File: src/source/muldiv_defs.svh
`ifndef MULDIV_DEFS_SVH
`define MULDIV_DEFS_SVH

// architectural word width, RV64 only
`define XLEN 64

// full product of two words
`define PROD_W 128

// divider iterations, one quotient bit per cycle
`define DIV_STEPS 64

// word forms only need the low half
`define DIVW_STEPS 32

`endif

File: src/source/common_pkg.sv
package common_pkg;

    // plain vector types used across the execute stage
    typedef logic [31:0] u32;
    typedef logic [63:0] u64;

    // extended operand, one extra sign bit
    typedef logic [64:0] u65;

    // full width product
    typedef logic [127:0] u128;

endpackage

File: src/source/muldiv_pkg.sv
package muldiv_pkg;

    // values match funct3 of the M extension
    typedef enum logic [2:0] {
        OP_MUL    = 3'b000,
        OP_MULH   = 3'b001,
        OP_MULHSU = 3'b010,
        OP_MULHU  = 3'b011,
        OP_DIV    = 3'b100,
        OP_DIVU   = 3'b101,
        OP_REM    = 3'b110,
        OP_REMU   = 3'b111
    } muldiv_op_e;

    // restoring divider sequencing
    typedef enum logic [1:0] {
        DIV_IDLE,
        DIV_RUN,
        DIV_DONE
    } div_state_e;

endpackage

File: src/source/muldiv_if.sv
interface muldiv_if;
    import common_pkg::*;
    import muldiv_pkg::*;

    // one-cycle start strobes
    logic start_mul;
    logic start_div;

    // held from start until the result is out
    muldiv_op_e op;
    logic       word;
    u65         a_ext;
    u65         b_ext;
    u64         a_abs;
    u64         b_abs;
    logic       neg_q;
    logic       neg_r;
    logic       div_zero;
    logic       overflow;

    modport driver (
        output start_mul, start_div, op, word, a_ext, b_ext,
        output a_abs, b_abs, neg_q, neg_r, div_zero, overflow
    );

    modport listener (
        input start_mul, start_div, op, word, a_ext, b_ext,
        input a_abs, b_abs, neg_q, neg_r, div_zero, overflow
    );

endinterface

File: src/source/div_unit.sv
`include "muldiv_defs.svh"

module div_unit (
    input  logic           clk,
    input  logic           arst_n,
    muldiv_if.listener     bus,
    output logic           div_done,
    output common_pkg::u64 quotient,
    output common_pkg::u64 remainder
);
    import common_pkg::*;
    import muldiv_pkg::*;

    localparam int CNT_W = $clog2(`DIV_STEPS);

    div_state_e       state;
    logic [CNT_W-1:0] cnt;
    u64               q_reg;
    u64               rem;
    u65               rem_shift;
    logic [65:0]      diff;
    logic             fits;

    // next partial remainder takes the top dividend bit
    assign rem_shift = {rem, q_reg[63]};
    assign diff      = {1'b0, rem_shift} - {2'b00, bus.b_abs};
    assign fits      = !diff[65];

    always_ff @(posedge clk or negedge arst_n) begin
        if (!arst_n) begin
            state    <= DIV_IDLE;
            cnt      <= '0;
            div_done <= 1'b0;
        end else begin
            div_done <= 1'b0;
            case (state)
                DIV_IDLE: begin
                    if (bus.start_div) begin
                        state <= DIV_RUN;
                        if (bus.word) begin
                            cnt <= CNT_W'(`DIVW_STEPS - 1);
                        end else begin
                            cnt <= CNT_W'(`DIV_STEPS - 1);
                        end
                    end
                end
                DIV_RUN: begin
                    if (cnt == '0) begin
                        state    <= DIV_DONE;
                        div_done <= 1'b1;
                    end else begin
                        cnt <= cnt - 1'b1;
                    end
                end
                DIV_DONE: begin
                    state <= DIV_IDLE;
                end
                default: begin
                    state <= DIV_IDLE;
                end
            endcase
        end
    end

    // q_reg shifts dividend bits out and quotient bits in
    always_ff @(posedge clk) begin
        if (state == DIV_IDLE && bus.start_div) begin
            // word operands start at the top so 32 steps suffice
            if (bus.word) begin
                q_reg <= {bus.a_abs[31:0], 32'h0};
            end else begin
                q_reg <= bus.a_abs;
            end
            rem <= '0;
        end else if (state == DIV_RUN) begin
            q_reg <= {q_reg[62:0], fits};
            if (fits) begin
                rem <= diff[63:0];
            end else begin
                rem <= rem_shift[63:0];
            end
        end
    end

    assign quotient  = q_reg;
    assign remainder = rem;

    a_start_when_idle: assert property (
        @(posedge clk) disable iff (!arst_n) bus.start_div |-> state == DIV_IDLE
    );

    // divisor and width must not move under a running division
    a_operands_stable: assert property (
        @(posedge clk) disable iff (!arst_n)
        state == DIV_RUN |-> $stable(bus.b_abs) && $stable(bus.word)
    );

endmodule

File: src/flat_wrapper.sv
// flat-port wrapper written by rule: the top's interface ports become plain ports
module div_unit_flat import common_pkg::*; import muldiv_pkg::*;
  (clk, arst_n, div_done, quotient, remainder, bus_start_mul, bus_start_div, bus_op, bus_word, bus_a_ext, bus_b_ext, bus_a_abs, bus_b_abs, bus_neg_q, bus_neg_r, bus_div_zero, bus_overflow);
  muldiv_if bus_i ();
  input  logic clk;
  input  logic arst_n;
  output logic div_done;
  output common_pkg::u64 quotient;
  output common_pkg::u64 remainder;
  input wire logic [$bits(bus_i.start_mul)-1:0] bus_start_mul;
  input wire logic [$bits(bus_i.start_div)-1:0] bus_start_div;
  input wire logic [$bits(bus_i.op)-1:0] bus_op;
  input wire logic [$bits(bus_i.word)-1:0] bus_word;
  input wire logic [$bits(bus_i.a_ext)-1:0] bus_a_ext;
  input wire logic [$bits(bus_i.b_ext)-1:0] bus_b_ext;
  input wire logic [$bits(bus_i.a_abs)-1:0] bus_a_abs;
  input wire logic [$bits(bus_i.b_abs)-1:0] bus_b_abs;
  input wire logic [$bits(bus_i.neg_q)-1:0] bus_neg_q;
  input wire logic [$bits(bus_i.neg_r)-1:0] bus_neg_r;
  input wire logic [$bits(bus_i.div_zero)-1:0] bus_div_zero;
  input wire logic [$bits(bus_i.overflow)-1:0] bus_overflow;
  assign bus_i.start_mul = bus_start_mul;
  assign bus_i.start_div = bus_start_div;
  assign bus_i.op = bus_op;
  assign bus_i.word = bus_word;
  assign bus_i.a_ext = bus_a_ext;
  assign bus_i.b_ext = bus_b_ext;
  assign bus_i.a_abs = bus_a_abs;
  assign bus_i.b_abs = bus_b_abs;
  assign bus_i.neg_q = bus_neg_q;
  assign bus_i.neg_r = bus_neg_r;
  assign bus_i.div_zero = bus_div_zero;
  assign bus_i.overflow = bus_overflow;
  div_unit u_core (.clk(clk), .arst_n(arst_n), .bus(bus_i), .div_done(div_done), .quotient(quotient), .remainder(remainder));
endmodule
File: config.mk
export PLATFORM = sky130hd
export DESIGN_NAME = div_unit_flat
export DESIGN_NICKNAME = d
export VERILOG_FILES = /design/src/source/common_pkg.sv /design/src/source/muldiv_pkg.sv /design/src/source/muldiv_if.sv /design/src/source/div_unit.sv /design/src/flat_wrapper.sv
export VERILOG_INCLUDE_DIRS = /design/src /design/src/source
export SDC_FILE = /design/constraint.sdc
export NUM_CORES = 1
export LEC_CHECK = 0
export ABC_AREA = 1
export BUFFER_PORTS_ARGS = -buffer_cell sky130_fd_sc_hd__buf_4
export CAP_MARGIN = 15
export CORE_AREA = 8 8 237 239
export DETAILED_ROUTE_END_ITERATION = 10
export DIE_AREA = 0 0 245 247
export GPL_ROUTABILITY_DRIVEN = 0
export PLACE_DENSITY_LB_ADDON = 0.08
export SLEW_MARGIN = 20
export SYNTH_ARGS = -nofsm -noshare
export SYNTH_HDL_FRONTEND = slang
export SYNTH_SLANG_ARGS = --single-unit
File: constraint.sdc
create_clock -name clk -period 4.29 [get_ports clk]
set_input_delay 0.6435 -clock clk [delete_from_list [all_inputs] [get_ports clk]]
set_output_delay 0.6435 -clock clk [all_outputs]
set_load 0.02 [all_outputs]
* Word level (Yosys, flattened, before mapping)
Index checks and enable logic that the tools add are counted.
** Word-level totals
- Register bits after elaboration :: 137
- Input bits :: 270
- Output and inout port bits :: 129
- Word-level logic and storage cells :: 32
** Operators by class
- Add/subtract/negate cells :: 2
- Equality and inequality tests :: 4
- Muxes and demuxes :: 13
- Reductions and logical operators :: 8
** Operators by type and width (number)
- $mux 64 :: 4
- $sub 65x64->66 :: 1
- $mux 6 :: 3
- $pmux 6 s2 :: 1
- $logic_not 6->1 :: 1
- $sub 6x1->6 const B :: 1
- $mux 2 :: 2
- $ne 2x2->1 const B :: 2
- $pmux 2 s2 :: 1
- $reduce_bool 2->1 :: 2
- $reduce_and 3->1 :: 1
- $eq 2x1->1 const B :: 1
- $logic_not 2->1 :: 1
- $mux 1 :: 2
- $ne 2x1->1 const B :: 1
- $reduce_and 2->1 :: 1
- $logic_and 1x1->1 :: 1
- $logic_not 1->1 :: 1

* Logic depth before layout (Yosys ltp)
- Word-level depth :: 4
- Mapped depth :: 20
- Gate-level depth less buffers :: 18

* Least setup slack after synthesis
Ideal clock, no wire load.
- Path kind :: input port to flip-flop
- From :: in bus_start_div
- To :: reg u_core.q_reg[0], in the netlist u_core.quotient[0] (enable)
- Library setup time :: 0.689 ns
- Arrival time :: 2.421 ns
- Path slack :: 1.180 ns
- Stages on the path :: 4
- Cell sequence :: nand2_1 clkbuf_1 clkbuf_1 nand2_1
** Between the ends
- Longest elaborated chain between the ends :: 2
** RTL lines
- from (decl) :: line flat_wrapper.sv:11 : input wire logic [$bits(bus_i.start_div)-1:0] bus_start_div;
- $logic_and 1x1->1 :: line div_unit.sv:67 : if (state == DIV_IDLE && bus.start_div) begin
- $reduce_bool 2->1 (no source line)
- to (signal assigned) :: line div_unit.sv:70 : q_reg <= {bus.a_abs[31:0], 32'h0};
- to (signal assigned) :: line div_unit.sv:72 : q_reg <= bus.a_abs;
- to (signal assigned) :: line div_unit.sv:76 : q_reg <= {q_reg[62:0], fits};
- to (decl) :: line div_unit.sv:18 : u64 q_reg;
No other way between the ends.
A chain may end at the register's enable or synchronous reset.

* Final worst setup path
- From :: reg u_core.rem[47], in the netlist u_core.remainder[47]
- To :: reg u_core.rem[43], in the netlist u_core.remainder[43]
** Between the ends
- Longest elaborated chain between the ends :: 2
** RTL lines
- from (decl) :: line div_unit.sv:19 : u64 rem;
- from (signal assigned) :: line div_unit.sv:78 : rem <= diff[63:0];
- from (signal assigned) :: line div_unit.sv:80 : rem <= rem_shift[63:0];
- $sub 65x64->66 :: line div_unit.sv:26 : assign diff = {1'b0, rem_shift} - {2'b00, bus.b_abs};
- $mux 64 :: line div_unit.sv:77 : if (fits) begin
No other way between the ends.

==> summary.txt <==
Synthesis
  • Syn Inst Count: between 2000 and 2500
  • Cell Area, Synth: 12900 um^2
  • Synth Warn #: 0
  • Largest family of logic cells by synthesized area: simple AND/OR/NAND/NOR gates
  • EDFF count, synth: 64
  • Fraction of registers with async set/reset: under 10%
  • Synth area leaders: nand2_1 (24%), edfxtp_1 (15%), inv_1 (11%)
  • Syn nets: 2490
  • Most frequent cell after synthesis: nand2_1
  • Post-synthesis average cell area: 6.00 um^2
  • Seq/Total Area, Yosys: 26.5%
  • Post-synth top flop: edfxtp_1
  • Post-synth top area cell: nand2_1
  • Synth Area in Compound Gates: 9.14%
  • Simple-Gate Fraction of Synth Area: slightly above 40%
  • Post-synthesis xor/xnor area fraction: about 2.2%
  • Post-synth cell types: 41
  • Synth top area share: 24.0%
  • Post-synthesis mux area share: 0%
  • Synth top cells by count: nand2_1 (825), inv_1 (386), nor2_1 (144)
  • Synth Area in Adders: ~6.4%
  • Flops & latches, synth: 137

Timing
  • Final clock skew: about 0.016 ns
  • Worst slew margin: 29.8%
  • Worst Hold Slack: 0.498 ns
  • Hold Violations, Final: 0
  • Setup violators final: 0
  • Max-slew violations: 0
  • Final Cycle Share: a little over two thirds
  • Worst Tran Pin Value: 1.05 ns
  • Min Tclk post-route: ~3 ns
  • TNS Setup: 0 ns
  • Max Clk Rate: 0.335 GHz
  • RSZ-0062 raised after global routing: no

Global routing
  • Vias in the first global route: 14100
  • GRT Residual Overflow: 0
  • Tot GR Track Use: about 18%
  • First-pass GRT wire length: 81800 um
  • Initial antenna violation count: 2
  • Largest net degree at the start of global routing: 69

Clock tree
  • Worst-Skew Late Latency: between 0.4 and 0.5 ns
  • Reg clk slew, reported paths: 0.07 ns
  • Root buf cell: clkbuf_16
  • CTS Buf Count: 17
  • Post-CTS resize count: 0
  • CTS sink count: about 140
  • Max clock buf depth: 2
  • CTS H-Tree Depth: 4
  • CTS tree: yes

Critical path
  • Crit Path Max Fanout: 64
  • Worst path bufs/invs: 1
  • RR Endpoint: u_core.remainder[43]
  • Cells on worst reg2reg path: 11
  • Crit-path leading delay family: compound AO/OA/AOI/OAI gates
  • Worst path required time: 4.71 ns
  • Worst path cell trace: ha_1, a21oi_1, nand2_1, a21oi_1, o21ai_1, a21oi_4, buf_4, nand3_1, nand2_1, nand2_1, a21oi_1
  • Nature of the critical path startpoint: flip-flop
  • CP arrival: 3.40 ns
  • Critical path's slowest cell: buf_4
  • Worst setup EP type: flip-flop
  • Critical Path Max Stage Delay: 0.69 ns
  • Critical path class: reg2reg
  • Origin of the critical flop-to-flop path: u_core.remainder[47]
  • Reg2Reg Setup Slack: 1.30 ns

Floorplan
  • Total core area: 52200 um^2
  • Die width: 245 um
  • Top Ports: around 400
  • Die H: about 250 um
  • Die ar.: 60500 um^2
  • Initial Util: 24.7%
  • Cell row count: 84

Pwr
  • Pleak: 8.64 nW
  • Peak supply drop: 0.360 mV
  • Pwr dens: just under 900 nW/um^2

Route
  • DRT iter0 DRCs: 842
  • Post-route ant nets: 0
  • Detailed Routing Iterations Pass 1: 5
  • Via count: between 10000 and 15000
  • Routed WL: 53300 um
  • DRC viols: 0
  • Via/cell ratio: about 4.5
  • Routed length per instance: 17.3 um

Hold path
  • Hold-critical path depth: 2
  • Worst hold endpoint: u_core.remainder[45]
  • Hold Crit Class: reg2reg
  • Hold_sp: u_core.remainder[45]

Finish
  • Post-layout nets: 2715
  • Syn-to-layout area delta: 24.6%
  • Post-Layout Cell Count: 3081
  • Util after Layout: 30.8%
  • Share of cells above drive strength 1: between 15 and 20%

Flow run
  • Max_cap viols: 0

Placement
  • Dpl cells: 3047
  • HPWL after detailed placement: 42700 um
  • Number of I/O port buffers: 260

Run status
  • Status: complete, no violations
## power breakdown
group | total (mW) | internal, mW | switching (mW)
clock | 1.63 | 0.922 | 0.708
combinational | 9.66 | 3.47 | 6.20
sequential | 2.92 | 2.32 | 0.604
total | 14.2 | 6.71 | 7.51
## layout by cell type, fill, tap and decap left out, types with 5 or more instances in the layout
master	count
nand2_1	822
inv_1	385
buf_4	269
nor2_1	143
nand3_1	116
a21oi_1	108
ha_1	65
edfxtp_1	64
dfxtp_1	64
nand3b_1	62
o21ai_0	51
a31oi_1	32
xnor2_1	28
inv_2	21
nand2_2	18
clkbuf_16	17
nand4_1	16
nor3_1	14
nand3_2	12
a21oi_2	11
dfrtp_1	9
nor2_2	8
o21bai_1	8
nor2_4	5
## repair_timing
| action | in CTS | in global routing |
|---|---|---|
| endpoints found under the hold margin | 9 | 0 |
| buffers inserted | 0 | 0 |
| hold buffers | 1 | 0 |
## layout make-up
| class | instances | area, um^2 |
|---|---|---|
| fill | 5864 | 36100 |
| clock inverter | 12 | 166 |
| tap | 688 | 861 |
| clock buffer | 20 | 437 |
| timing repair buffer | 272 | 2070 |
| inverter | 411 | 1550 |
| multi-input combinational | 1540 | 7580 |
| antenna | 1 | 2.50 |
| sequential | 137 | 3430 |
## worst min-delay path: stages (launching register included)
cell and delay (ns):
dfxtp_1 0.33, nand2_1 0.07, a21oi_1 0.05
## registers in the layout (all words and copies together) (netlist names)
name and count:
u_core.div_done 1, u_core.cnt 6, u_core.quotient 64, u_core.state 2, u_core.remainder 64
## through the flow
step | total power, mW | setup slack [ns] | instance area, um^2
final | 14.2 | 1.30 | 16100
after global routing | 15.6 | 1.08 | 16100
after CTS | 14.4 | 1.26 | 16100
after detailed placement | 12.7 | 0.830 | 15500
after global placement | 12.7 | 0.822 | 15500
after floorplan | 9.37 | 1.18 | 12900
## metal layers
metal | wire length (um) | vias to the layer above | global-route usage, %
met5 | 13 | - | 0
met2 | 25400 | 325 | 30.2
met1 | 23300 | 6302 | 20.8
met4 | 1000 | 2 | 4.52
li1 | - | 7118 | -
met3 | 3640 | 42 | 5.76
## logic make-up after synthesis
logic type      after synthesis
flops                       137
compound gates              214
fa+ha+maj                    66
xor+xnor                     32
simple gates               1228
buf+inv                     477
## how the worst max path moves through the flow
stage | startpoint | endpoint | slack (ns) | cells after the start
2_1_floorplan | bus_start_div | u_core.quotient[0] | 1.18 | 4
3_3_place_gp | bus_b_abs[48] | u_core.remainder[50] | 0.82 | 14
3_5_place_dp | bus_b_abs[48] | u_core.remainder[49] | 0.83 | 14
4_1_cts | u_core.remainder[47] | u_core.remainder[49] | 1.26 | 12
5_1_grt | u_core.remainder[47] | u_core.remainder[1] | 1.08 | 10
6_report | u_core.remainder[47] | u_core.remainder[43] | 1.30 | 11
(Power assumes the default switching activity.)
