$ cat config.mk
export PLATFORM = sky130hd
export DESIGN_NAME = muldiv_result_flat
export DESIGN_NICKNAME = d
export VERILOG_FILES = /design/src/source/common_pkg.sv /design/src/source/muldiv_pkg.sv /design/src/source/muldiv_if.sv /design/src/source/muldiv_result.sv /design/src/flat_wrapper.sv
export VERILOG_INCLUDE_DIRS = /design/src /design/src/source
export SDC_FILE = /design/constraint.sdc
export NUM_CORES = 1
export LEC_CHECK = 0
export BUFFER_PORTS_ARGS = -buffer_cell sky130_fd_sc_hd__clkbuf_2
export CAP_MARGIN = 20
export CORE_AREA = 2 2 228 230
export DETAILED_ROUTE_END_ITERATION = 10
export DIE_AREA = 0 0 230 232
export GPL_TIMING_DRIVEN = 0
export MAX_ROUTING_LAYER = met4
export PLACE_DENSITY = 0.38
export RECOVER_POWER = 100
export SLEW_MARGIN = 30
export SYNTH_ARGS = -nofsm -noshare
export SYNTH_HDL_FRONTEND = slang
export SYNTH_SLANG_ARGS = --single-unit
$ cat constraint.sdc
create_clock -name clk -period 1.4 [get_ports clk]
set_clock_uncertainty 0.2 [all_clocks]
set_input_delay 0.21 -clock clk [delete_from_list [all_inputs] [get_ports clk]]
set_output_delay 0.21 -clock clk [all_outputs]
set_load 0.05 [all_outputs]
$ cat src/source/muldiv_defs.svh
`ifndef MULDIV_DEFS_SVH
`define MULDIV_DEFS_SVH

// architectural word width, RV64 only
`define XLEN 64

// full product of two words
`define PROD_W 128

// divider iterations, one quotient bit per cycle
`define DIV_STEPS 64

// word forms only need the low half
`define DIVW_STEPS 32

`endif

$ cat src/source/common_pkg.sv
package common_pkg;

    // plain vector types used across the execute stage
    typedef logic [31:0] u32;
    typedef logic [63:0] u64;

    // extended operand, one extra sign bit
    typedef logic [64:0] u65;

    // full width product
    typedef logic [127:0] u128;

endpackage

$ cat src/source/muldiv_pkg.sv
package muldiv_pkg;

    // values match funct3 of the M extension
    typedef enum logic [2:0] {
        OP_MUL    = 3'b000,
        OP_MULH   = 3'b001,
        OP_MULHSU = 3'b010,
        OP_MULHU  = 3'b011,
        OP_DIV    = 3'b100,
        OP_DIVU   = 3'b101,
        OP_REM    = 3'b110,
        OP_REMU   = 3'b111
    } muldiv_op_e;

    // restoring divider sequencing
    typedef enum logic [1:0] {
        DIV_IDLE,
        DIV_RUN,
        DIV_DONE
    } div_state_e;

endpackage

$ cat src/source/muldiv_if.sv
interface muldiv_if;
    import common_pkg::*;
    import muldiv_pkg::*;

    // one-cycle start strobes
    logic start_mul;
    logic start_div;

    // held from start until the result is out
    muldiv_op_e op;
    logic       word;
    u65         a_ext;
    u65         b_ext;
    u64         a_abs;
    u64         b_abs;
    logic       neg_q;
    logic       neg_r;
    logic       div_zero;
    logic       overflow;

    modport driver (
        output start_mul, start_div, op, word, a_ext, b_ext,
        output a_abs, b_abs, neg_q, neg_r, div_zero, overflow
    );

    modport listener (
        input start_mul, start_div, op, word, a_ext, b_ext,
        input a_abs, b_abs, neg_q, neg_r, div_zero, overflow
    );

endinterface

$ cat src/source/muldiv_result.sv
`include "muldiv_defs.svh"

module muldiv_result (
    input  logic            clk,
    input  logic            arst_n,
    muldiv_if.listener      bus,
    input  logic            mul_done,
    input  common_pkg::u128 mul_product,
    input  logic            div_done,
    input  common_pkg::u64  quotient,
    input  common_pkg::u64  remainder,
    output logic            result_valid,
    output common_pkg::u64  result
);
    import common_pkg::*;
    import muldiv_pkg::*;

    u64   mul_sel;
    u64   q_fix;
    u64   r_fix;
    u64   q_out;
    u64   r_out;
    u64   div_sel;
    u64   res_raw;
    u32   res_lo;
    logic is_rem;
    logic done;

    // low word for mul and mulw, high word for the mulh forms
    assign mul_sel = (bus.op == OP_MUL) ? mul_product[`XLEN-1:0]
                                        : mul_product[2*`XLEN-1:`XLEN];

    assign q_fix = bus.neg_q ? -quotient : quotient;
    assign r_fix = bus.neg_r ? -remainder : remainder;

    // architectural special cases override the divider
    always_comb begin
        if (bus.div_zero) begin
            q_out = '1;
            r_out = bus.a_ext[`XLEN-1:0];
        end else if (bus.overflow) begin
            q_out = bus.a_ext[`XLEN-1:0];
            r_out = '0;
        end else begin
            q_out = q_fix;
            r_out = r_fix;
        end
    end

    assign is_rem  = (bus.op == OP_REM) || (bus.op == OP_REMU);
    assign div_sel = is_rem ? r_out : q_out;
    assign res_raw = mul_done ? mul_sel : div_sel;
    assign res_lo  = res_raw[31:0];
    assign done    = mul_done || div_done;

    always_ff @(posedge clk or negedge arst_n) begin
        if (!arst_n) begin
            result_valid <= 1'b0;
            result       <= '0;
        end else begin
            result_valid <= done;
            if (done) begin
                result <= bus.word ? {{32{res_lo[31]}}, res_lo} : res_raw;
            end
        end
    end

    // done strobes must agree with the op held on the bus
    a_mul_done_op: assert property (
        @(posedge clk) disable iff (!arst_n) mul_done |-> !bus.op[2] && !div_done
    );

    a_div_done_op: assert property (
        @(posedge clk) disable iff (!arst_n) div_done |-> bus.op[2]
    );

endmodule

$ cat src/flat_wrapper.sv
// flat-port wrapper written by rule: the top's interface ports become plain ports
module muldiv_result_flat import common_pkg::*; import muldiv_pkg::*;
  (clk, arst_n, mul_done, mul_product, div_done, quotient, remainder, result_valid, result, bus_start_mul, bus_start_div, bus_op, bus_word, bus_a_ext, bus_b_ext, bus_a_abs, bus_b_abs, bus_neg_q, bus_neg_r, bus_div_zero, bus_overflow);
  muldiv_if bus_i ();
  input  logic clk;
  input  logic arst_n;
  input  logic mul_done;
  input  common_pkg::u128 mul_product;
  input  logic div_done;
  input  common_pkg::u64 quotient;
  input  common_pkg::u64 remainder;
  output logic result_valid;
  output common_pkg::u64 result;
  input wire logic [$bits(bus_i.start_mul)-1:0] bus_start_mul;
  input wire logic [$bits(bus_i.start_div)-1:0] bus_start_div;
  input wire logic [$bits(bus_i.op)-1:0] bus_op;
  input wire logic [$bits(bus_i.word)-1:0] bus_word;
  input wire logic [$bits(bus_i.a_ext)-1:0] bus_a_ext;
  input wire logic [$bits(bus_i.b_ext)-1:0] bus_b_ext;
  input wire logic [$bits(bus_i.a_abs)-1:0] bus_a_abs;
  input wire logic [$bits(bus_i.b_abs)-1:0] bus_b_abs;
  input wire logic [$bits(bus_i.neg_q)-1:0] bus_neg_q;
  input wire logic [$bits(bus_i.neg_r)-1:0] bus_neg_r;
  input wire logic [$bits(bus_i.div_zero)-1:0] bus_div_zero;
  input wire logic [$bits(bus_i.overflow)-1:0] bus_overflow;
  assign bus_i.start_mul = bus_start_mul;
  assign bus_i.start_div = bus_start_div;
  assign bus_i.op = bus_op;
  assign bus_i.word = bus_word;
  assign bus_i.a_ext = bus_a_ext;
  assign bus_i.b_ext = bus_b_ext;
  assign bus_i.a_abs = bus_a_abs;
  assign bus_i.b_abs = bus_b_abs;
  assign bus_i.neg_q = bus_neg_q;
  assign bus_i.neg_r = bus_neg_r;
  assign bus_i.div_zero = bus_div_zero;
  assign bus_i.overflow = bus_overflow;
  muldiv_result u_core (.clk(clk), .arst_n(arst_n), .bus(bus_i), .mul_done(mul_done), .mul_product(mul_product), .div_done(div_done), .quotient(quotient), .remainder(remainder), .result_valid(result_valid), .result(result));
endmodule
# [After elaboration in Yosys (flattened, before gate mapping)]
# Index checks and enable logic that the tools add are counted.
[op_classes] addsub=2 n_eq_ne=2 n_reduce_logical=3 n_mux=10
[op_table] cell="$mux 64" count=10
[op_table] cell="$neg 64->64" count=2
[op_table] cell="$eq 3x3->1 const B" count=2
[op_table] cell="$logic_not 3->1" count=1
[op_table] cell="$logic_or 1x1->1" count=2
[totals] output_inout_bits=65 word_cells=19 register_bits=65 input_bits=528

# [Depth between registers and ports, before layout]
# Gate-level depths: netlist of run 1.
[depth] depth_word=7 depth_mapped=11 depth_no_buf=10

# [Least setup slack after synthesis of run 1]
# Ideal clock, no wire load.
[synth_timing] path_type="in2reg" start="input quotient[0]" end="register u_core.result[60]" path_slack_ns=-1.868 stages=11 setup_ns=0.066 arrival_ns=3.002 path_cell_list="inv_1 -> ha_1 -> or4b_4 -> or3_4 -> or3_1 -> clkbuf_2 -> or4_4 -> o311ai_2 -> o41ai_1 -> a2111oi_2 -> o22a_1"
[synth_via] elab_chain_len=7
[synth_lines] element="start, declared" line_no="flat_wrapper.sv:10" source="input common_pkg::u64 quotient;"
[synth_lines] element="$neg 64->64" line_no="muldiv_result.sv:33" source="assign q_fix = bus.neg_q ? -quotient : quotient;"
[synth_lines] element="$mux 64" line_no="muldiv_result.sv:33"
[synth_lines] element="$mux 64" line_no="muldiv_result.sv:41" source="end else if (bus.overflow) begin"
[synth_lines] element="$mux 64" line_no="muldiv_result.sv:38" source="if (bus.div_zero) begin"
[synth_lines] element="$mux 64" line_no="muldiv_result.sv:51" source="assign div_sel = is_rem ? r_out : q_out;"
[synth_lines] element="$mux 64" line_no="muldiv_result.sv:52" source="assign res_raw = mul_done ? mul_sel : div_sel;"
[synth_lines] element="$mux 64" line_no="muldiv_result.sv:63" source="result <= bus.word ? {{32{res_lo[31]}}, res_lo} : res_raw;"
[synth_lines] element="end signal, assigned" line_no="muldiv_result.sv:63"
[synth_lines] element="end, declared" line_no="muldiv_result.sv:13" source="output common_pkg::u64 result"
# No other way between the ends.
# A chain may end at the register's enable or synchronous reset.

# [Worst setup path after layout of run 1]
# Same ends and word-level chain as after synthesis.

==> flow_summary.toml, run 1 <==
[floorplan]
core-area_mm2 = 0.0509
start_util_pct = 16.8
dieArea_mm2 = 0.0534
rows = 83
die_h_um = 232
ios = 593
die_w_um = 230

[global_route]
antenna_found_initial = 38
overflow = 0
grt_pass1_vias = 12600
grt_pass1_wl_mm = 98.3
grtUsageTotal_pct = 26.8
grt_max_degree = 66

[power]
clkPwrFrac_pct = 22.7
p_int_mw = 5.75
switching_share_pct = 45.4
vdd_drop_max_mv = 0.567
p_leak_nw = 6.65
power_frac_seq_pct = 22.2
power-per-cell-area_mw_per_mm2 = 651
p_comb_share_pct = 55.1
p_switching_mw = 4.79

[synthesis]
ys_ff_latch = 65
synth_flop_cell = "dfrtp_1"
syn-num-nets = 1757
ys_seq_area_share_pct = 19.0
avgSynthCellArea_um2 = 6.99
yosys_warnings = 0
synthArstFlopShare_pct = 100
postSynthCellCount = 1227
synthDistinctLibCells = 76
synth_area_mm2 = 0.00857
synth_edf_count = 0

[clocking]
cts.htree.levels = 3
numCtsBuffers = 9
clkLatencyLatePin_ns = 0.35
root_buffer = "clkbuf_16"
path_clk_slew_ns = 0.06
cts_buffer_depth = 2
cts_tree = "built"
cts.sinks = 65

[route]
drt_iter0_markers = 1168
drcViolationCount = 0
routedWlPerCell_um = 29.0
vias = 12800
final_antenna_net_count = 0
firstDrtPassIters = 5
finalWirelength_mm = 72.1
drt-vias-per-instance = 5.14

[timing]
finalWorstSetupSlack_ns = -1.95
fin_crit_ns = 3.35
hold_slack_ns = 0.00805
max_slew.worst_pin.slew_ns = 0.971
hold_violations = 0
setup_viol = 65
drv_slew = 0
rsz0062_at_grt = "true"
relSlewSlack_pct = 35.3
timing.fmax_mhz = 299
period_share_pct = 239

[setup_path]
cp-start-kind = "primary input"
path_max_fanout = 3
slowest_delay_ns = 0.49
criticalPathCategory = "in -> reg"
cp.arrival_ns = 3.45
crit_top_cell = "or3_4"
r2r_start = "u_core.result[43]"
regToRegEndpoint = "u_core.result[43]"
cp.required_ns = 1.50
cp-end-kind = "register"
slowest_stage = "or4b_4"
path_cells = "clkbuf_16 -> inv_12 -> ha_4 -> or4b_4 -> or3_4 -> or3_4 -> or4_4 -> o311ai_4 -> o41ai_4 -> a2111oi_4 -> o22a_1"
rr_worst_depth = 5
r2r_slack_ns = -0.48

[status]
status = "finished with violations"
violations = "setup timing"

[worst_hold_path]
min_to = "u_core.result[20]"
hold_class = "in -> reg"
min_from = "mul_product[84]"
whs_path_depth = 3

[placed_design]
port_buffers = 392
dpl_cell_area_mm2 = 0.0120
place_congestion = 0.961
dp.final_hpwl_mm = 58.6

[cells_and_area]
design_area_mm2 = 0.0162
drive_gt1_share_pct = 48.8
layout.nets = 2293
fillers = 5561
area_growth_pct = 89.0

[run]
max_cap_viol_count = 0
-- how the worst max path moves through the flow --
stage                 from                end  slack [ns]
6_report       quotient[0]  u_core.result[60]       -1.95
5_1_grt        quotient[0]  u_core.result[60]       -2.00
4_1_cts        quotient[0]  u_core.result[60]       -1.83
3_5_place_dp   quotient[0]  u_core.result[60]       -2.52
3_3_place_gp   quotient[0]  u_core.result[44]       -2.53
2_1_floorplan  quotient[0]  u_core.result[60]       -1.84
-- kinds of logic after synthesis --
kind of cell	count (synthesis)	synth area share (%)
and+or+nand+nor	492	27.4
AOI/OAI and AO/OA	430	34.9
buffers and inverters	108	4.77
xor gates and xnor gates	105	10.7
DFF	65	19.0
muxes	25	2.93
adders and majority gates	2	0.292
-- worst max-delay path, delay by kind of cell --
| family | cells | cell delay [ns] |
|---|---|---|
| buf+inv | 2 | 0.17 |
| fa+ha+maj | 1 | 0.12 |
| simple gates | 4 | 1.75 |
| compound gates | 4 | 1.18 |
-- through the flow --
step           util [%]  setup slack, ns  setup TNS [ns]  instances  power [mW]
2_1_floorplan         -            -1.84          -73.29       1227        4.77
3_3_place_gp       23.6            -2.53         -173.23       2299        6.85
3_5_place_dp       23.6            -2.52         -120.26       2300        6.87
4_1_cts            30.0            -1.83          -79.89       2420        10.3
5_1_grt            31.8            -2.00          -87.60       2486        11.0
6_report           31.8            -1.95          -84.43       2490        10.5
-- synth_stat cells, types with 4 or more instances --
| master | n | area, µm² |
|---|---|---|
| nand4_1 | 8 | 50.1 |
| o211a_1 | 5 | 50.1 |
| or3_1 | 28 | 175 |
| o2111ai_1 | 8 | 70.1 |
| xor2_1 | 40 | 350 |
| a32oi_1 | 4 | 35.0 |
| o221ai_1 | 12 | 105 |
| a211oi_1 | 14 | 105 |
| nand2b_1 | 11 | 68.8 |
| nand3_1 | 33 | 165 |
| or2_2 | 13 | 81.3 |
| a221oi_1 | 27 | 236 |
| dfrtp_1 | 65 | 1630 |
| o221a_2 | 4 | 45.0 |
| buf_1 | 14 | 52.6 |
| a22oi_1 | 8 | 60.1 |
| o41ai_1 | 24 | 210 |
| or4_1 | 23 | 173 |
| nor4_1 | 13 | 81.3 |
| a31oi_1 | 22 | 138 |
| nand2_1 | 216 | 811 |
| o31a_1 | 7 | 61.3 |
| a21oi_1 | 68 | 340 |
| clkbuf_1 | 81 | 304 |
| nor3_1 | 39 | 195 |
| inv_1 | 10 | 37.5 |
| a221o_1 | 10 | 100 |
| o211ai_1 | 14 | 105 |
| xnor2_1 | 65 | 569 |
| nor2_1 | 79 | 297 |
| o21ai_0 | 97 | 485 |
| mux2i_1 | 24 | 240 |
| o31ai_1 | 36 | 270 |
| o32ai_1 | 7 | 61.3 |
| o311ai_0 | 4 | 35.0 |
| o22ai_1 | 24 | 150 |
-- repair_timing --
item / 4_1_cts / 5_1_grt
hold buffers: 43 / 0
resized for setup: 440 / 177
pin swaps: 128 / 124
buffers inserted: 58 / 39
gates cloned: 5 / 0
setup endpoints to repair: 129 / 90
endpoints found under the hold margin: 90 / 0
-- final cells by class --
class	count	area [µm²]	share of cell area (%)
Sequential cell	65	1630	10.1
Antenna cell	42	105	0.649
Timing Repair Buffer	531	3780	23.4
Inverter	10	82.6	0.510
Buffer	92	893	5.52
Tap cell	680	851	5.25
Clock buffer	11	243	1.50
Clock inverter	5	55.1	0.340
Multi-Input combinational cell	1054	8550	52.8
-- cells in the final DEF, fill, tap and decap left out, drive strengths merged, types with 14 or more instances in the layout --
master | synthesis | layout
diode | 0 | 42
nor2 | 79 | 79
o211ai | 14 | 14
o41ai | 24 | 24
a21oi | 68 | 68
nor4 | 15 | 15
or4 | 25 | 25
dfrtp | 65 | 65
a221oi | 27 | 27
dlygate4sd3 | 0 | 43
o21ai | 97 | 97
o22ai | 24 | 24
mux2i | 24 | 24
or3 | 29 | 29
nand2 | 216 | 216
xor2 | 40 | 40
o31ai | 36 | 36
nand3 | 33 | 33
or2 | 14 | 14
nor3 | 39 | 39
a211oi | 14 | 14
clkbuf | 82 | 434
a31oi | 22 | 22
xnor2 | 65 | 65
buf | 16 | 157
-- flip-flops by register name, indices dropped and copies added (netlist names) --
signal	cells
u_core.result_valid	1
u_core.result	64
-- power groups by stage --
stage               logic, mW  registers [mW]  clock network [mW]
floorplan                1.62            3.15                   0
global placement         4.51            2.34                   0
detailed placement       4.52            2.34                   0
CTS                      5.50            2.33                2.46
global route             6.06            2.36                2.53
finish                   5.81            2.34                2.39
-- metal layers --
| metal | wire length [µm] | track usage (%) | part of all wire [%] |
|---|---|---|---|
| met5 | 0 | - | 0 |
| met1 | 33500 | 37.1 | 47 |
| met2 | 30900 | 39.3 | 43 |
| met3 | 6520 | 7.16 | 9.0 |
| met4 | 1200 | 4.54 | 1.7 |
Power figures use the tool's default switching activity.
==> run 2: changes to the inputs <==
--- a/config.mk
+++ b/config.mk
@@ -14,8 +14,7 @@
 export GPL_TIMING_DRIVEN = 0
 export MAX_ROUTING_LAYER = met4
 export PLACE_DENSITY = 0.38
-export RECOVER_POWER = 100
-export SLEW_MARGIN = 30
+export SLEW_MARGIN = 20
 export SYNTH_ARGS = -nofsm -noshare
 export SYNTH_HDL_FRONTEND = slang
 export SYNTH_SLANG_ARGS = --single-unit
==> flow_summary.toml, run 2 (synthesis gave the netlist of run 1 again) <==
[status]
status = "finished with violations"
violations = "hold timing, setup timing"

[floorplan]
start_util_pct = 16.8
die_h_um = 232
ios = 593
rows = 83
core-area_mm2 = 0.0509
dieArea_mm2 = 0.0534
die_w_um = 230

[placed_design]
dp.final_hpwl_mm = 58.9
port_buffers = 392
placed_cells = 2301
place_congestion = 0.961

[global_route]
met3_usage_pct = 7.31
grt_pass1_wl_mm = 97.8
overflow = 0
grtUsageTotal_pct = 26.6
use_met2_pct = 38.9
grt-busiest-layer = "met2"
antenna_found_initial = 37
grt_pass1_vias = 12500
grt_util_met1_pct = 36.8
grt_max_degree = 35

[route]
drcViolationCount = 0
final_antenna_net_count = 0
drt_iter0_markers = 1092
firstDrtPassIters = 6
finalWirelength_mm = 71.5
vias = 12800
drt-vias-per-instance = 5.19
routedWlPerCell_um = 28.9

[worst_hold_path]
hold_class = "in -> reg"
min_from = "mul_product[42]"
min_to = "u_core.result[42]"
whs_path_depth = 4

[clocking]
cts.sinks = 65
numCtsBuffers = 9
cts.htree.levels = 3
cts_buffer_depth = 2
root_buffer = "clkbuf_16"
path_clk_slew_ns = 0.06
cts_tree = "built"
clkLatencyLatePin_ns = 0.35

[setup_path]
slowest_delay_ns = 0.49
path_cells = "clkbuf_16 -> inv_12 -> ha_4 -> or4b_4 -> or3_4 -> or3_4 -> or4_4 -> o311ai_4 -> o41ai_4 -> a2111oi_4 -> o22a_1"
r2r_slack_ns = -0.58
cp-start-kind = "primary input"
crit_top_cell = "or3_4"
rr_worst_depth = 5
cp.arrival_ns = 3.35
cp.required_ns = 1.49
regToRegEndpoint = "u_core.result[43]"
cp-end-kind = "register"
criticalPathCategory = "in -> reg"
slowest_stage = "a2111oi_4"
r2r_start = "u_core.result[43]"
path_max_fanout = 2

[cells_and_area]
fillers = 5607
fin_cells = 2471
layout_common_cells = "clkbuf_2, nand2_1, buf_4, nor2_1, dfrtp_1"
area_growth_pct = 86.7
top_regs = "u_core.result: 64 flops, u_core.result_valid: 1 flops"
layout.nets = 2276
seqCellArea_mm2 = 0.00164
layout_commonest_cell = "clkbuf_2"
largest_register = "u_core.result"
multi_input_area_mm2 = 0.00842
drive_gt1_share_pct = 47.2
largest_register_ffs = 64

[power]
p_leak_nw = 6.50
power-per-cell-area_mw_per_mm2 = 659
vdd_drop_max_mv = 0.528

[timing]
hold_violations = 1
relSlewSlack_pct = 22.0
setup_viol = 66
finalWorstSetupSlack_ns = -1.86
fin_crit_ns = 3.26
tns_ns = -81.71
rsz0062_at_grt = "true"
max_slew.worst_pin.slew_ns = 1.17
period_share_pct = 233
drv_slew = 0
timing.fmax_mhz = 307
hold_slack_ns = -0.00117

[run]
max_cap_viol_count = 0
[run 2: changes by cell type in the layout (fill, tap and decap cells not counted), sizes merged]
cell         delta
buf            -22
dlygate4sd3     -3
clkbuf          +8
diode           -2
[run 2: layout make-up]
type                       count  area share, %
antenna                       40          0.625
multi-input combinational   1054           52.6
inverter                      10          0.516
clock buffer                  11           1.52
tap                          680           5.32
sequential                    65           10.2
timing repair buffer         515           23.3
buffer                        91           5.54
clock inverter                 5          0.344
[run 2: worst max-delay path: cells and delay by family]
family | cells | cell delay [ns]
AO/OA/AOI/OAI | 4 | 1.15
AND/OR/NAND/NOR | 4 | 1.68
adder cells (fa/ha/maj) | 1 | 0.11
buffers and inverters | 2 | 0.17
[run 2: through the flow]
stage / power [mW] / cell area [µm²] / setup WS (ns) / util [%]
after global placement: 6.85 / 12000 / -2.53 / 23.6
final: 10.5 / 16000 / -1.86 / 31.4
after CTS: 10.2 / 15000 / -1.97 / 29.5
after global routing: 11.0 / 16000 / -1.88 / 31.4
after floorplan: 4.77 / 9200 / -1.84 / -
after detailed placement: 6.88 / 12000 / -2.53 / 23.7
[run 2: how the worst max path moves through the flow]
stage | slack [ns] | end | startpoint | cells after the start
3_3_place_gp | -2.53 | u_core.result[44] | quotient[0] | 12
4_1_cts | -1.97 | u_core.result[60] | quotient[0] | 12
5_1_grt | -1.88 | u_core.result[60] | quotient[0] | 11
2_1_floorplan | -1.84 | u_core.result[60] | quotient[0] | 11
3_5_place_dp | -2.53 | u_core.result[60] | quotient[0] | 12
6_report | -1.86 | u_core.result[60] | quotient[0] | 11
[run 2: power breakdown]
group | switching, mW | internal (mW) | leakage, nW | total, mW
clock network | 0.974 | 1.42 | 0.142 | 2.40
registers | 0.214 | 2.13 | 0.742 | 2.34
logic | 3.59 | 2.22 | 5.62 | 5.81
[run 2: repair_timing]
item,CTS,global route
cloned,2,3
endpoints found under the setup margin,129,101
buffers inserted,55,24
resized for setup,396,181
hold buffers,40,0
endpoints found under the hold margin,54,0
pin swaps,99,88
[run 2: routing by layer]
layer	vias to the layer above	routed length, µm
li1	5790	-
met3	66	6860
met2	620	30400
met4	0	1370
met5	-	0
met1	6337	32900
