### src/source/muldiv_defs.svh
`ifndef MULDIV_DEFS_SVH
`define MULDIV_DEFS_SVH

// architectural word width, RV64 only
`define XLEN 64

// full product of two words
`define PROD_W 128

// divider iterations, one quotient bit per cycle
`define DIV_STEPS 64

// word forms only need the low half
`define DIVW_STEPS 32

`endif

### src/source/common_pkg.sv
package common_pkg;

    // plain vector types used across the execute stage
    typedef logic [31:0] u32;
    typedef logic [63:0] u64;

    // extended operand, one extra sign bit
    typedef logic [64:0] u65;

    // full width product
    typedef logic [127:0] u128;

endpackage

### src/source/muldiv_pkg.sv
package muldiv_pkg;

    // values match funct3 of the M extension
    typedef enum logic [2:0] {
        OP_MUL    = 3'b000,
        OP_MULH   = 3'b001,
        OP_MULHSU = 3'b010,
        OP_MULHU  = 3'b011,
        OP_DIV    = 3'b100,
        OP_DIVU   = 3'b101,
        OP_REM    = 3'b110,
        OP_REMU   = 3'b111
    } muldiv_op_e;

    // restoring divider sequencing
    typedef enum logic [1:0] {
        DIV_IDLE,
        DIV_RUN,
        DIV_DONE
    } div_state_e;

endpackage

### src/source/muldiv_if.sv
interface muldiv_if;
    import common_pkg::*;
    import muldiv_pkg::*;

    // one-cycle start strobes
    logic start_mul;
    logic start_div;

    // held from start until the result is out
    muldiv_op_e op;
    logic       word;
    u65         a_ext;
    u65         b_ext;
    u64         a_abs;
    u64         b_abs;
    logic       neg_q;
    logic       neg_r;
    logic       div_zero;
    logic       overflow;

    modport driver (
        output start_mul, start_div, op, word, a_ext, b_ext,
        output a_abs, b_abs, neg_q, neg_r, div_zero, overflow
    );

    modport listener (
        input start_mul, start_div, op, word, a_ext, b_ext,
        input a_abs, b_abs, neg_q, neg_r, div_zero, overflow
    );

endinterface

### src/source/muldiv_issue.sv
`include "muldiv_defs.svh"

module muldiv_issue (
    input  logic                   clk,
    input  logic                   arst_n,
    input  logic                   new_op,
    input  muldiv_pkg::muldiv_op_e op,
    input  logic                   word,
    input  common_pkg::u64         ia,
    input  common_pkg::u64         ib,
    input  logic                   result_valid,
    output logic                   busy,
    muldiv_if.driver               bus
);
    import common_pkg::*;
    import muldiv_pkg::*;

    localparam u64 MIN_D = {1'b1, {(`XLEN - 1){1'b0}}};
    localparam u64 MIN_W = 64'hFFFF_FFFF_8000_0000;

    logic accept;
    logic a_sgn;
    logic b_sgn;
    logic signed_div;
    logic a_neg;
    logic b_neg;
    u64   a_src;
    u64   b_src;

    assign accept = new_op && !busy;

    // which operands are treated as signed
    always_comb begin
        case (op)
            OP_MUL, OP_MULH, OP_DIV, OP_REM: begin
                a_sgn = 1'b1;
                b_sgn = 1'b1;
            end
            OP_MULHSU: begin
                a_sgn = 1'b1;
                b_sgn = 1'b0;
            end
            default: begin
                a_sgn = 1'b0;
                b_sgn = 1'b0;
            end
        endcase
    end

    assign signed_div = (op == OP_DIV) || (op == OP_REM);

    // word forms take the low half, extended per op
    assign a_src = word ? {{32{a_sgn & ia[31]}}, ia[31:0]} : ia;
    assign b_src = word ? {{32{b_sgn & ib[31]}}, ib[31:0]} : ib;
    assign a_neg = a_sgn && a_src[`XLEN-1];
    assign b_neg = b_sgn && b_src[`XLEN-1];

    always_ff @(posedge clk or negedge arst_n) begin
        if (!arst_n) begin
            busy          <= 1'b0;
            bus.start_mul <= 1'b0;
            bus.start_div <= 1'b0;
        end else begin
            bus.start_mul <= accept && !op[2];
            bus.start_div <= accept && op[2];
            if (result_valid) begin
                busy <= 1'b0;
            end else if (accept) begin
                busy <= 1'b1;
            end
        end
    end

    always_ff @(posedge clk) begin
        if (accept) begin
            bus.op    <= op;
            bus.word  <= word;
            bus.a_ext <= {a_neg, a_src};
            bus.b_ext <= {b_neg, b_src};
            bus.a_abs <= a_neg ? -a_src : a_src;
            bus.b_abs <= b_neg ? -b_src : b_src;
            // remainder takes the dividend sign
            bus.neg_q    <= signed_div && (a_neg ^ b_neg);
            bus.neg_r    <= signed_div && a_neg;
            bus.div_zero <= (b_src == '0);
            bus.overflow <= signed_div && (b_src == '1) && (a_src == (word ? MIN_W : MIN_D));
        end
    end

    a_no_issue_while_busy: assert property (
        @(posedge clk) disable iff (!arst_n) busy |-> !new_op
    );

endmodule

### src/flat_wrapper.sv
// flat-port wrapper written by rule: the top's interface ports become plain ports
module muldiv_issue_flat import common_pkg::*; import muldiv_pkg::*;
  (clk, arst_n, new_op, op, word, ia, ib, result_valid, busy, bus_start_mul, bus_start_div, bus_op, bus_word, bus_a_ext, bus_b_ext, bus_a_abs, bus_b_abs, bus_neg_q, bus_neg_r, bus_div_zero, bus_overflow);
  muldiv_if bus_i ();
  input  logic clk;
  input  logic arst_n;
  input  logic new_op;
  input  muldiv_pkg::muldiv_op_e op;
  input  logic word;
  input  common_pkg::u64 ia;
  input  common_pkg::u64 ib;
  input  logic result_valid;
  output logic busy;
  output wire logic [$bits(bus_i.start_mul)-1:0] bus_start_mul;
  output wire logic [$bits(bus_i.start_div)-1:0] bus_start_div;
  output wire logic [$bits(bus_i.op)-1:0] bus_op;
  output wire logic [$bits(bus_i.word)-1:0] bus_word;
  output wire logic [$bits(bus_i.a_ext)-1:0] bus_a_ext;
  output wire logic [$bits(bus_i.b_ext)-1:0] bus_b_ext;
  output wire logic [$bits(bus_i.a_abs)-1:0] bus_a_abs;
  output wire logic [$bits(bus_i.b_abs)-1:0] bus_b_abs;
  output wire logic [$bits(bus_i.neg_q)-1:0] bus_neg_q;
  output wire logic [$bits(bus_i.neg_r)-1:0] bus_neg_r;
  output wire logic [$bits(bus_i.div_zero)-1:0] bus_div_zero;
  output wire logic [$bits(bus_i.overflow)-1:0] bus_overflow;
  assign bus_start_mul = bus_i.start_mul;
  assign bus_start_div = bus_i.start_div;
  assign bus_op = bus_i.op;
  assign bus_word = bus_i.word;
  assign bus_a_ext = bus_i.a_ext;
  assign bus_b_ext = bus_i.b_ext;
  assign bus_a_abs = bus_i.a_abs;
  assign bus_b_abs = bus_i.b_abs;
  assign bus_neg_q = bus_i.neg_q;
  assign bus_neg_r = bus_i.neg_r;
  assign bus_div_zero = bus_i.div_zero;
  assign bus_overflow = bus_i.overflow;
  muldiv_issue u_core (.clk(clk), .arst_n(arst_n), .new_op(new_op), .op(op), .word(word), .ia(ia), .ib(ib), .result_valid(result_valid), .busy(busy), .bus(bus_i));
endmodule
### config.mk
export PLATFORM = sky130hd
export DESIGN_NAME = muldiv_issue_flat
export DESIGN_NICKNAME = d
export VERILOG_FILES = /design/src/source/common_pkg.sv /design/src/source/muldiv_pkg.sv /design/src/source/muldiv_if.sv /design/src/source/muldiv_issue.sv /design/src/flat_wrapper.sv
export VERILOG_INCLUDE_DIRS = /design/src /design/src/source
export SDC_FILE = /design/constraint.sdc
export NUM_CORES = 1
export LEC_CHECK = 0
export BUFFER_PORTS_ARGS = -buffer_cell sky130_fd_sc_hd__buf_2
export CAP_MARGIN = 0
export CORE_AREA = 2 2 158 160
export DETAILED_ROUTE_END_ITERATION = 10
export DIE_AREA = 0 0 160 162
export GPL_TIMING_DRIVEN = 0
export PLACE_DENSITY = 0.87
export REMOVE_ABC_BUFFERS = 1
export SYNTH_ARGS = -nofsm -noshare
export SYNTH_HDL_FRONTEND = slang
export SYNTH_SLANG_ARGS = --single-unit
### constraint.sdc
create_clock -name clk -period 33.3 [get_ports clk]
set_clock_uncertainty 0.1 [all_clocks]
set_input_delay 9.99 -clock clk [delete_from_list [all_inputs] [get_ports clk]]
set_output_delay 9.99 -clock clk [all_outputs]
set_load 0.03 [all_outputs]
Word level (Yosys, flattened, before mapping)
Index checks and enable logic that the tools add are counted.
W data, S select, Z words.
{ "op_classes": {"n_addsub": 2, "eq_ne": 6, "mux": 9, "bitwise": 3, "n_reduce_logical": 17} }
{ "ops": {"columns": ["op", "count"], "rows": [
  ["$mux W64", 4],
  ["$neg A64 Y64", 2],
  ["$eq A64 B64 Y1", 1],
  ["$eq A64 B64 Y1 const B", 1],
  ["$logic_not A64 Y1", 1],
  ["$mux W63", 1],
  ["$logic_and A1 B1 Y1", 9],
  ["$eq A3 B3 Y1 const B", 2],
  ["$reduce_or A5 Y1", 1],
  ["$mux W1", 4],
  ["$reduce_or A4 Y1", 1],
  ["$eq A3 B1 Y1 const B", 1],
  ["$eq A3 B2 Y1 const B", 1],
  ["$logic_not A3 Y1", 1],
  ["$and A1 B1 Y1", 2],
  ["$logic_not A1 Y1", 2],
  ["$reduce_bool A2 Y1", 1],
  ["$logic_or A1 B1 Y1", 1],
  ["$xor A1 B1 Y1", 1]
]} }
{ "totals": {"ff_bits": 269, "output_inout_bits": 269} }

Longest topological paths before layout
Gate-level depths: netlist of the first run.
{ "logic_depth": {"depth_word": 8, "depth_mapped": 10, "mapped_depth_nobuf": 8} }

Worst setup path before layout of the first run
OpenSTA, ideal clock, no wires.
{ "synth_path": {"path_kind": "in2reg", "start": "in new_op", "end": "reg u_core.bus.start_div", "setup_time_ns": 0.133, "arrival_ns": 22.203, "slack_ns": 10.864, "cell_stages": 2, "path_cell_list": "nor2b_1 -> and2_1"} }
{ "synth_via": {"elab_chain_len": 2} }
{ "synth_lines": {"columns": ["element", "line_no", "rtl"], "rows": [
  ["from (decl)", "flat_wrapper.sv:7", "input logic new_op;"],
  ["$logic_and A1 B1 Y1", "muldiv_issue.sv:30", "assign accept = new_op && !busy;"],
  ["$logic_and A1 B1 Y1", "muldiv_issue.sv:65", "bus.start_div <= accept && op[2];"],
  ["to (signal assigned)", "muldiv_issue.sv:65", null],
  ["to (decl)", "muldiv_if.sv:22", "output start_mul, start_div, op, word, a_ext, b_ext,"]
]} }
Every way passes these cells.
A chain may end at the register's enable or synchronous reset.

Final worst setup path of the first run
{ "layout_path": {"start": "in word", "end": "reg u_core.bus.b_abs[58], data pin"} }
{ "layout_via": {"elab_chain_len": 3, "elab_cells_between_ends": 4, "cone_classes": "add/sub: 1; mux: 2; reduce/logical: 1"} }
{ "layout_lines": {"columns": ["element", "line_no", "rtl"], "rows": [
  ["from (decl)", "flat_wrapper.sv:9", "input logic word;"],
  ["$mux W64 (*)", "muldiv_issue.sv:54", "assign b_src = word ? {{32{b_sgn & ib[31]}}, ib[31:0]} : ib;"],
  ["$neg A64 Y64 / $logic_and A1 B1 Y1 (equally long branches)", "muldiv_issue.sv:81, muldiv_issue.sv:56", null],
  ["$mux W64 (*)", "muldiv_issue.sv:81", "bus.b_abs <= b_neg ? -b_src : b_src;"],
  ["to (signal assigned)", "muldiv_issue.sv:81", null],
  ["to (decl)", "muldiv_if.sv:23", "output a_abs, b_abs, neg_q, neg_r, div_zero, overflow"]
]} }
Mark *: on every way between the ends. The rest lies on a longest branch, timed or not.

==> results.txt, run 1 <==
----------------------------------------------------
[Run status]
  Status ... finished clean

[Floorplan]
  Number of I/O pins ... between 400 and 500
  Starting density of the core ... roughly 50%
  DIE WIDTH ... 160 um
  Number of core rows ... 57
  Floorplan die area ... 25920 um2
  Vert. Die Dim ... between 150 and 200 um
  Area inside the core boundary ... 24110 um2

[Cells and area]
  Relative area change from synthesis to final layout ... 26.82%
  Most common cell after layout, fill and taps aside ... buf_2
  Final non-filler cell total ... 1731
  Commonest non-fill, non-tap cells in the layout ... 403 x buf_2, 264 x edfxtp_1, 68 x nor2_1, 67 x xor2_1, 64 x o21ai_0
  Share of final-layout standard cells stronger than drive strength 1 ... about a third
  Final nets ... 1524
  Final cell utilization of the core ... 64.83%

[Drt]
  Remaining design rule violation count ... 0
  Routed length per instance ... 22.00 um
  Top routing layer in use ... met5
  Total via count after detailed routing ... just over 10000
  Initial DRT Pass Iterations ... 6
  Wire length on met3 ... 4317 um
  Total Routed Length ... approximately 38000 um
  Remaining antenna violation count after routing ... 0
  Routed via count divided by cell count ... just under 6
  Initial DRC Count ... 975
  Post-route met1 wirelength ... 13130 um
  Met2 WL post-DR ... 19240 um

[Timing]
  Final hold violations ... 0
  TNS Setup ... 0 ns
  Final-report max-slew violation count ... 0
  Relative slew margins ... 6.574%
  Final Cycle Share ... between 40 and 50%
  Worst hold slack across all endpoints ... 0.4908 ns
  Maximum operating frequency ... 74.16 MHz
  Final setup violation count ... 0
  Tmin final ... 13.48 ns
  Setup repair after global routing missed its margin ... false
  Actual slew at the worst max-slew pin ... approximately 1.4 ns

[CTS]
  Number of H-tree levels ... 1
  Hold-fix buffers, CTS ... 0
  TritonCTS clock tree ... built
  Buffer levels on the longest clock path ... 3
  TritonCTS sink count ... approximately 270
  Clock insertion delay at the later pin of the skew report ... 0.55 ns
  Number of post-CTS setup repair buffers ... 0
  Buffer type at the clock tree root ... clkbuf_16
  PostCTS Resize Cnt ... 0
  Register clock-pin slew on the reported worst setup and hold paths ... 0.06 ns
  Total CTS buffers ... 28

[Critical path]
  Crit path kind ... primary input to register
  Element type at the critical path end ... register
  Worst setup path startpoint ... word
  Endpoint required time on the critical path ... 33.47 ns
  Arrival @ worst endpoint ... 13.65 ns
  Reg2Reg Setup Slack ... 30.92 ns
  Startpoint of the worst-slack reg-to-reg timing path ... u_core.busy
  Worst setup SP type ... primary input
  Maximum fanout encountered on the critical timing path ... between 90 and 100

[GRT]
  First-pass GRT wire length ... 57530 um
  Aggregate global-route resource usage ... 28.55%
  Pin count of the biggest net entering global routing ... 93
  Initial antenna violation count ... 2
  Total global routing overflow ... 0
  Vias in the first global route ... ~10000

[Synth]
  Warnings from Yosys ... 0
  Ys async rst share ... 1.124%
  Synthesized cell area ... 12320 um2
  Share of the yosys chip area belonging to registers ... approximately two thirds
  Number of enable-type register cells in the synthesized netlist ... about 260
  Synthesized area divided by synthesized cell count ... around 12 um2
  Unique cell type count in the Yosys netlist ... 54
  FF+latch count, synth ... 267
  Dominant synthesized flop cell ... edfxtp_1
  Syn Inst Count ... 987

[Power and ir drop]
  Cell leakage power ... 6.413 nW
  Net switching power of the design ... between 0.2 and 0.25 mW
  Cell area power density ... 54.77 nW/um2
  VDD IR-drop max ... 0.04721 mV
  Design internal power ... 0.6089 mW
  Combinational cell fraction of total power ... 18.2%
  Clock network fraction of total power ... 34.1%
  Reg power frac ... 47.8%
  Switching Fraction ... 28.87%

[Placed design]
  Port Buffer Count ... just over 400
  Final estimated routing congestion in global placement ... 0.9559
  Post-detail-place hpwl ... approximately 28000 um
  Cells after DPL ... 1678

[Run]
  Max-cap violation count ... 0

[Hold path]
  Type of the tightest min-delay check ... register to register
  Start point of the worst hold path ... u_core.busy

----------------------------------------------------
## kinds of logic (layout without fill, tap and decap cells)
kind of cell | Yosys count | in the layout | share of synthesized area, %
other cells | 0 | 1 | 0
compound gates | 220 | 220 | 11.08
flops | 267 | 267 | 64.94
xor+xnor | 116 | 116 | 8.244
simple gates | 289 | 289 | 12.39
mux | 2 | 2 | 0.1625
buf+inv | 90 | 509 | 2.884
fa+ha+maj | 3 | 3 | 0.3046
## worst max-delay path, cell delays in order
cell,delay [ns]
buf_4,0.66
inv_2,0.10
buf_12,0.21
o21ai_0,0.21
nand2_1,0.77
inv_1,0.95
buf_16,0.24
o41ai_1,0.09
a21oi_1,0.17
o22ai_1,0.10
## final timing paths
kind | endpoint | cells past startpoint
worst min register to register | u_core.busy | 2
worst max register to register | u_core.bus.a_abs[45] | 4
worst max-delay path | u_core.bus.b_abs[58] | 10
max in group asynchronous | u_core.bus.start_div | 1
worst min-delay path | u_core.busy | 2
min in group asynchronous | u_core.busy | 1
## metal layers
metal / up-vias / global-route usage (%)
met3: 114 / 8.223
met5: - / 0
met2: 716 / 50.22
met4: 2 / 10.85
met1: 4864 / 33.32
li1: 4532 / -
## metrics by stage
stage / worst slack, ns / total power [mW] / area (um2)
final: 19.82 / 0.8560 / 15630
after floorplan: 10.86 / 0.5164 / 12130
after CTS: 19.56 / 0.8593 / 15600
after detailed placement: 18.96 / 0.5694 / 14750
after global placement: 6.371 / 0.5736 / 14560
after global routing: 19.62 / 0.8841 / 15630
## state kept, by name, indices dropped and copies added (netlist names)
signal	count
u_core.bus.a_abs	64
u_core.bus.neg_q	1
u_core.bus.overflow	1
u_core.bus.b_ext	64
u_core.bus.div_zero	1
u_core.bus.op	3
u_core.busy	1
u_core.bus.start_div	1
u_core.bus.start_mul	1
u_core.bus.b_abs	64
u_core.bus.a_ext	64
u_core.bus.neg_r	1
u_core.bus.word	1
## cell type report
| cell class | count | area [um2] |
|---|---|---|
| Antenna cell | 1 | 2.502 |
| Clock buffer | 35 | 726.9 |
| Clock inverter | 16 | 122.6 |
| Fill cell | 1808 | 8477 |
| Inverter | 44 | 165.2 |
| Multi-Input combinational cell | 630 | 3976 |
| Sequential cell | 267 | 8003 |
| Tap cell | 324 | 405.4 |
| Timing Repair Buffer | 414 | 2227 |
## power groups by stage
stage	clock (mW)	sequential (mW)	combinational [mW]
global placement	0	0.426	0.147
finish	0.292	0.409	0.156
detailed placement	0	0.416	0.154
CTS	0.296	0.409	0.155
global route	0.309	0.411	0.165
floorplan	0	0.472	0.0443
## Yosys cell counts (10+ instances only)
library cell  number  share of area (%)
nand3_1           11               0.45
nand2_1           53                1.6
xnor2_1           49                3.5
clkbuf_1          32               0.97
inv_1             44                1.3
a21o_1            29                1.8
nor2_1            69                2.1
nand4_1           17               0.86
o21ai_0           64                2.6
or3_1             13               0.66
nor3_1            36                1.5
a21oi_1           57                2.3
nor4_1            33                1.7
edfxtp_1         264                 64
xor2_1            67                4.8
or4_1             13               0.79
a31oi_1           23                1.2
o31ai_1           10               0.61
(Power assumes the default switching activity.)
==> run 2, diff against run 1 <==
--- a/config.mk
+++ b/config.mk
@@ -6,13 +6,13 @@
 export SDC_FILE = /design/constraint.sdc
 export NUM_CORES = 1
 export LEC_CHECK = 0
+export ABC_AREA = 1
 export BUFFER_PORTS_ARGS = -buffer_cell sky130_fd_sc_hd__buf_2
 export CAP_MARGIN = 0
-export CORE_AREA = 2 2 158 160
+export CORE_UTILIZATION = 47
 export DETAILED_ROUTE_END_ITERATION = 10
-export DIE_AREA = 0 0 160 162
 export GPL_TIMING_DRIVEN = 0
-export PLACE_DENSITY = 0.87
+export PLACE_DENSITY = 0.84
 export REMOVE_ABC_BUFFERS = 1
 export SYNTH_ARGS = -nofsm -noshare
 export SYNTH_HDL_FRONTEND = slang
==> constraint.sdc (replaced) <==
create_clock -name clk -period 11.35 [get_ports clk]
set_clock_uncertainty 0.1 [all_clocks]
set_input_delay 3.405 -clock clk [delete_from_list [all_inputs] [get_ports clk]]
set_output_delay 3.405 -clock clk [all_outputs]
set_load 0.03 [all_outputs]
==> run 2 against run 1 <==
Critical path depth increased by 3. Sequential cell count unchanged. Largest power group unchanged. Sequential power rose to 2.9 times the previous value. First-iteration DRC count is 16% higher. Utilization is 5.1 points lower. Total power grew to 3.0 times the previous value. Global-route usage is 1.6 points lower. Wire length rose by 4.2%. Register-to-register slack got worse by 22 ns. Via count rose by 12%. Die area grew 12%. Critical path type unchanged. Cell count increased by 26%.
==> results.txt, run 2 <==
----------------------------------------------------
[Critical path]
  Crit path kind ... primary input to register
  Depth of the worst register-to-register path ... 4
  Endpoint required time on the critical path ... 11.56 ns
  Worst setup SP type ... primary input
  Maximum fanout encountered on the critical timing path ... 70
  Element type at the critical path end ... register
  Arrival @ worst endpoint ... 7.40 ns

[Floorplan]
  Starting density of the core ... 47.81%
  Area inside the core boundary ... 27780 um2
  DIE WIDTH ... 170.1 um
  Number of I/O pins ... between 400 and 500
  Floorplan die area ... ~29000 um2
  Number of core rows ... 61
  Vert. Die Dim ... 170.1 um

[Power and ir drop]
  Cell area power density ... 156.6 nW/um2
  Overall power after layout ... between 2 and 3 mW
  VDD IR-drop max ... 0.1099 mV
  Cell leakage power ... 7.618 nW

[Run]
  Max-cap violation count ... 0

[Drt]
  Total Routed Length ... a little under 40000 um
  Initial DRC Count ... 1127
  Remaining design rule violation count ... 0
  Remaining antenna violation count after routing ... 0
  Routed via count divided by cell count ... between 5 and 6
  Routed length per instance ... around 18 um
  Initial DRT Pass Iterations ... 6
  Total via count after detailed routing ... 11420

[Cells and area]
  Commonest non-fill, non-tap cells in the layout ... 404 x buf_2, 366 x nand2_1, 264 x edfxtp_1, 180 x nor2_1, 167 x inv_1
  Final cell utilization of the core ... 59.76%
  Post-route cell area ... between 15000 and 20000 um2
  Relative area change from synthesis to final layout ... 25.00%
  Most common cell after layout, fill and taps aside ... buf_2
  Fillers ... about 2400
  Seq. cell area ... 8003 um2
  Final nets ... 1926
  Share of final-layout standard cells stronger than drive strength 1 ... between 20% and 30%
  Area of combinational cells with multiple inputs ... between 4000 and 5000 um2

[Synth]
  Top post-synthesis cells by area ... edfxtp_1 60%, nand2_1 10%, nor2_1 5.1%, xor2_1 4.8%, inv_1 4.7%
  Yosys top cell by area ... edfxtp_1
  Syn Inst Count ... 1378
  Unique cell type count in the Yosys netlist ... 38
  Dominant synthesized flop cell ... edfxtp_1
  Fraction of synthesized cell area taken by the top area cell type ... 59.69%
  FF+latch count, synth ... roughly 270
  Warnings from Yosys ... 0
  Commonest cells post-synth ... 366 x nand2_1, 264 x edfxtp_1, 181 x nor2_1
  Synthesized cell area ... 13280 um2
  Ys async rst share ... 1.124%
  Share of the yosys chip area belonging to registers ... 60.25%
  Number of enable-type register cells in the synthesized netlist ... 264
  Synthesized area divided by synthesized cell count ... slightly below 10 um2
  Leading cell type by number of instances after synthesis ... nand2_1

[GRT]
  Initial antenna violation count ... 2
  Total global routing overflow ... 0
  Pin count of the biggest net entering global routing ... 71
  Vias in the first global route ... 11130
  Aggregate global-route resource usage ... a little over a quarter
  First-pass GRT wire length ... 59930 um

[CTS]
  Number of H-tree levels ... 1
  TritonCTS clock tree ... built
  TritonCTS sink count ... approximately 270
  Hold-fix buffers, CTS ... 0
  Clock insertion delay at the later pin of the skew report ... 0.55 ns
  Buffer levels on the longest clock path ... 3
  Buffer type at the clock tree root ... clkbuf_16
  Register clock-pin slew on the reported worst setup and hold paths ... around 0.060 ns
  Total CTS buffers ... 28
  PostCTS Resize Cnt ... 0
  Number of post-CTS setup repair buffers ... 0

[Placed design]
  Final estimated routing congestion in global placement ... about 0.91
  Worst setup slack after placement ... 3.630 ns
  Placed standard-cell area ... 15740 um2
  Post-detail-place hpwl ... 30360 um
  Port Buffer Count ... 404

[Timing]
  Final setup violation count ... 0
  TNS Setup ... 0 ns
  Relative slew margins ... 17.18%
  Actual slew at the worst max-slew pin ... 1.242 ns
  Final Cycle Share ... 63.36%
  Maximum operating frequency ... 139.1 MHz
  Tmin final ... 7.191 ns
  Setup repair after global routing missed its margin ... false
  Final worst slack ... roughly 4.2 ns
  Final hold violations ... 0
  Final-report max-slew violation count ... 0

[Run status]
  Status ... finished clean

[Hold path]
  Worst hold stages ... 2
  Type of the tightest min-delay check ... register to register

----------------------------------------------------
[run 2: changes by cell type after synthesis, sizes merged, moves of 29 or more]
cell | before | now
nor4 | 35 | 2
nand3 | 11 | 104
a21oi | 57 | 13
inv | 44 | 172
nor2 | 69 | 190
a21o | 29 | 0
nand2 | 53 | 382
clkbuf | 32 | 3
xnor2 | 49 | 20
[run 2: routing by layer]
metal | global-route usage, % | wire [um] | up-vias
met3 | 4.837 | 3708 | 103
met2 | 48.25 | 19770 | 698
met5 | 0 | 0 | -
met4 | 9.792 | 1378 | 0
li1 | - | - | 5355
met1 | 32.20 | 14840 | 5266
[run 2: logic make-up after synthesis]
group           after synthesis  synth area share (%)
simple gates                739                 23.81
flops                       267                 60.25
buf+inv                     207                 6.547
xor+xnor                     93                 6.133
compound gates               69                 2.977
fa+ha+maj                     3                0.2826
[run 2: report_power, final]
group	switching [mW]	internal, mW	total [mW]
registers	0.0198	1.18	1.20
logic	0.389	0.143	0.533
clock network	0.386	0.479	0.864
[run 2: cell type report]
type                       instances  area share (%)
inverter                         172           3.889
multi-input combinational        904           26.60
tap                              378           2.849
clock inverter                    15          0.7461
antenna                            2         0.03015
clock buffer                      36           4.401
timing repair buffer             414           13.28
sequential                       267           48.20
[run 2: final timing paths]
check                       startpoint                   end  slack [ns]
min                        u_core.busy           u_core.busy        0.52
min reg2reg                u_core.busy           u_core.busy        0.52
max                               word  u_core.bus.b_abs[59]        4.16
min in group asynchronous       arst_n           u_core.busy        2.54
max in group asynchronous       arst_n  u_core.bus.start_div        8.50
max reg2reg                u_core.busy  u_core.bus.a_ext[44]        9.19
[run 2: worst max-delay path: stages]
cell and delay [ns]:
buf_2 0.22, inv_2 0.91, nand2_1 0.14, nand2_2 0.26, nand3_2 0.63, inv_2 0.95, nand2_1 0.20, nand2_1 0.24
inv_1 0.08, nand2_1 0.07, nand2_1 0.05, nand2_1 0.07, inv_1 0.04
[run 2: through the flow]
step	instances	hold slack, ns
floorplan	1343	0.5703
global placement	2125	0.3959
detailed placement	2135	0.4929
CTS	2186	0.5115
global route	2188	0.5450
finish	2188	0.5153
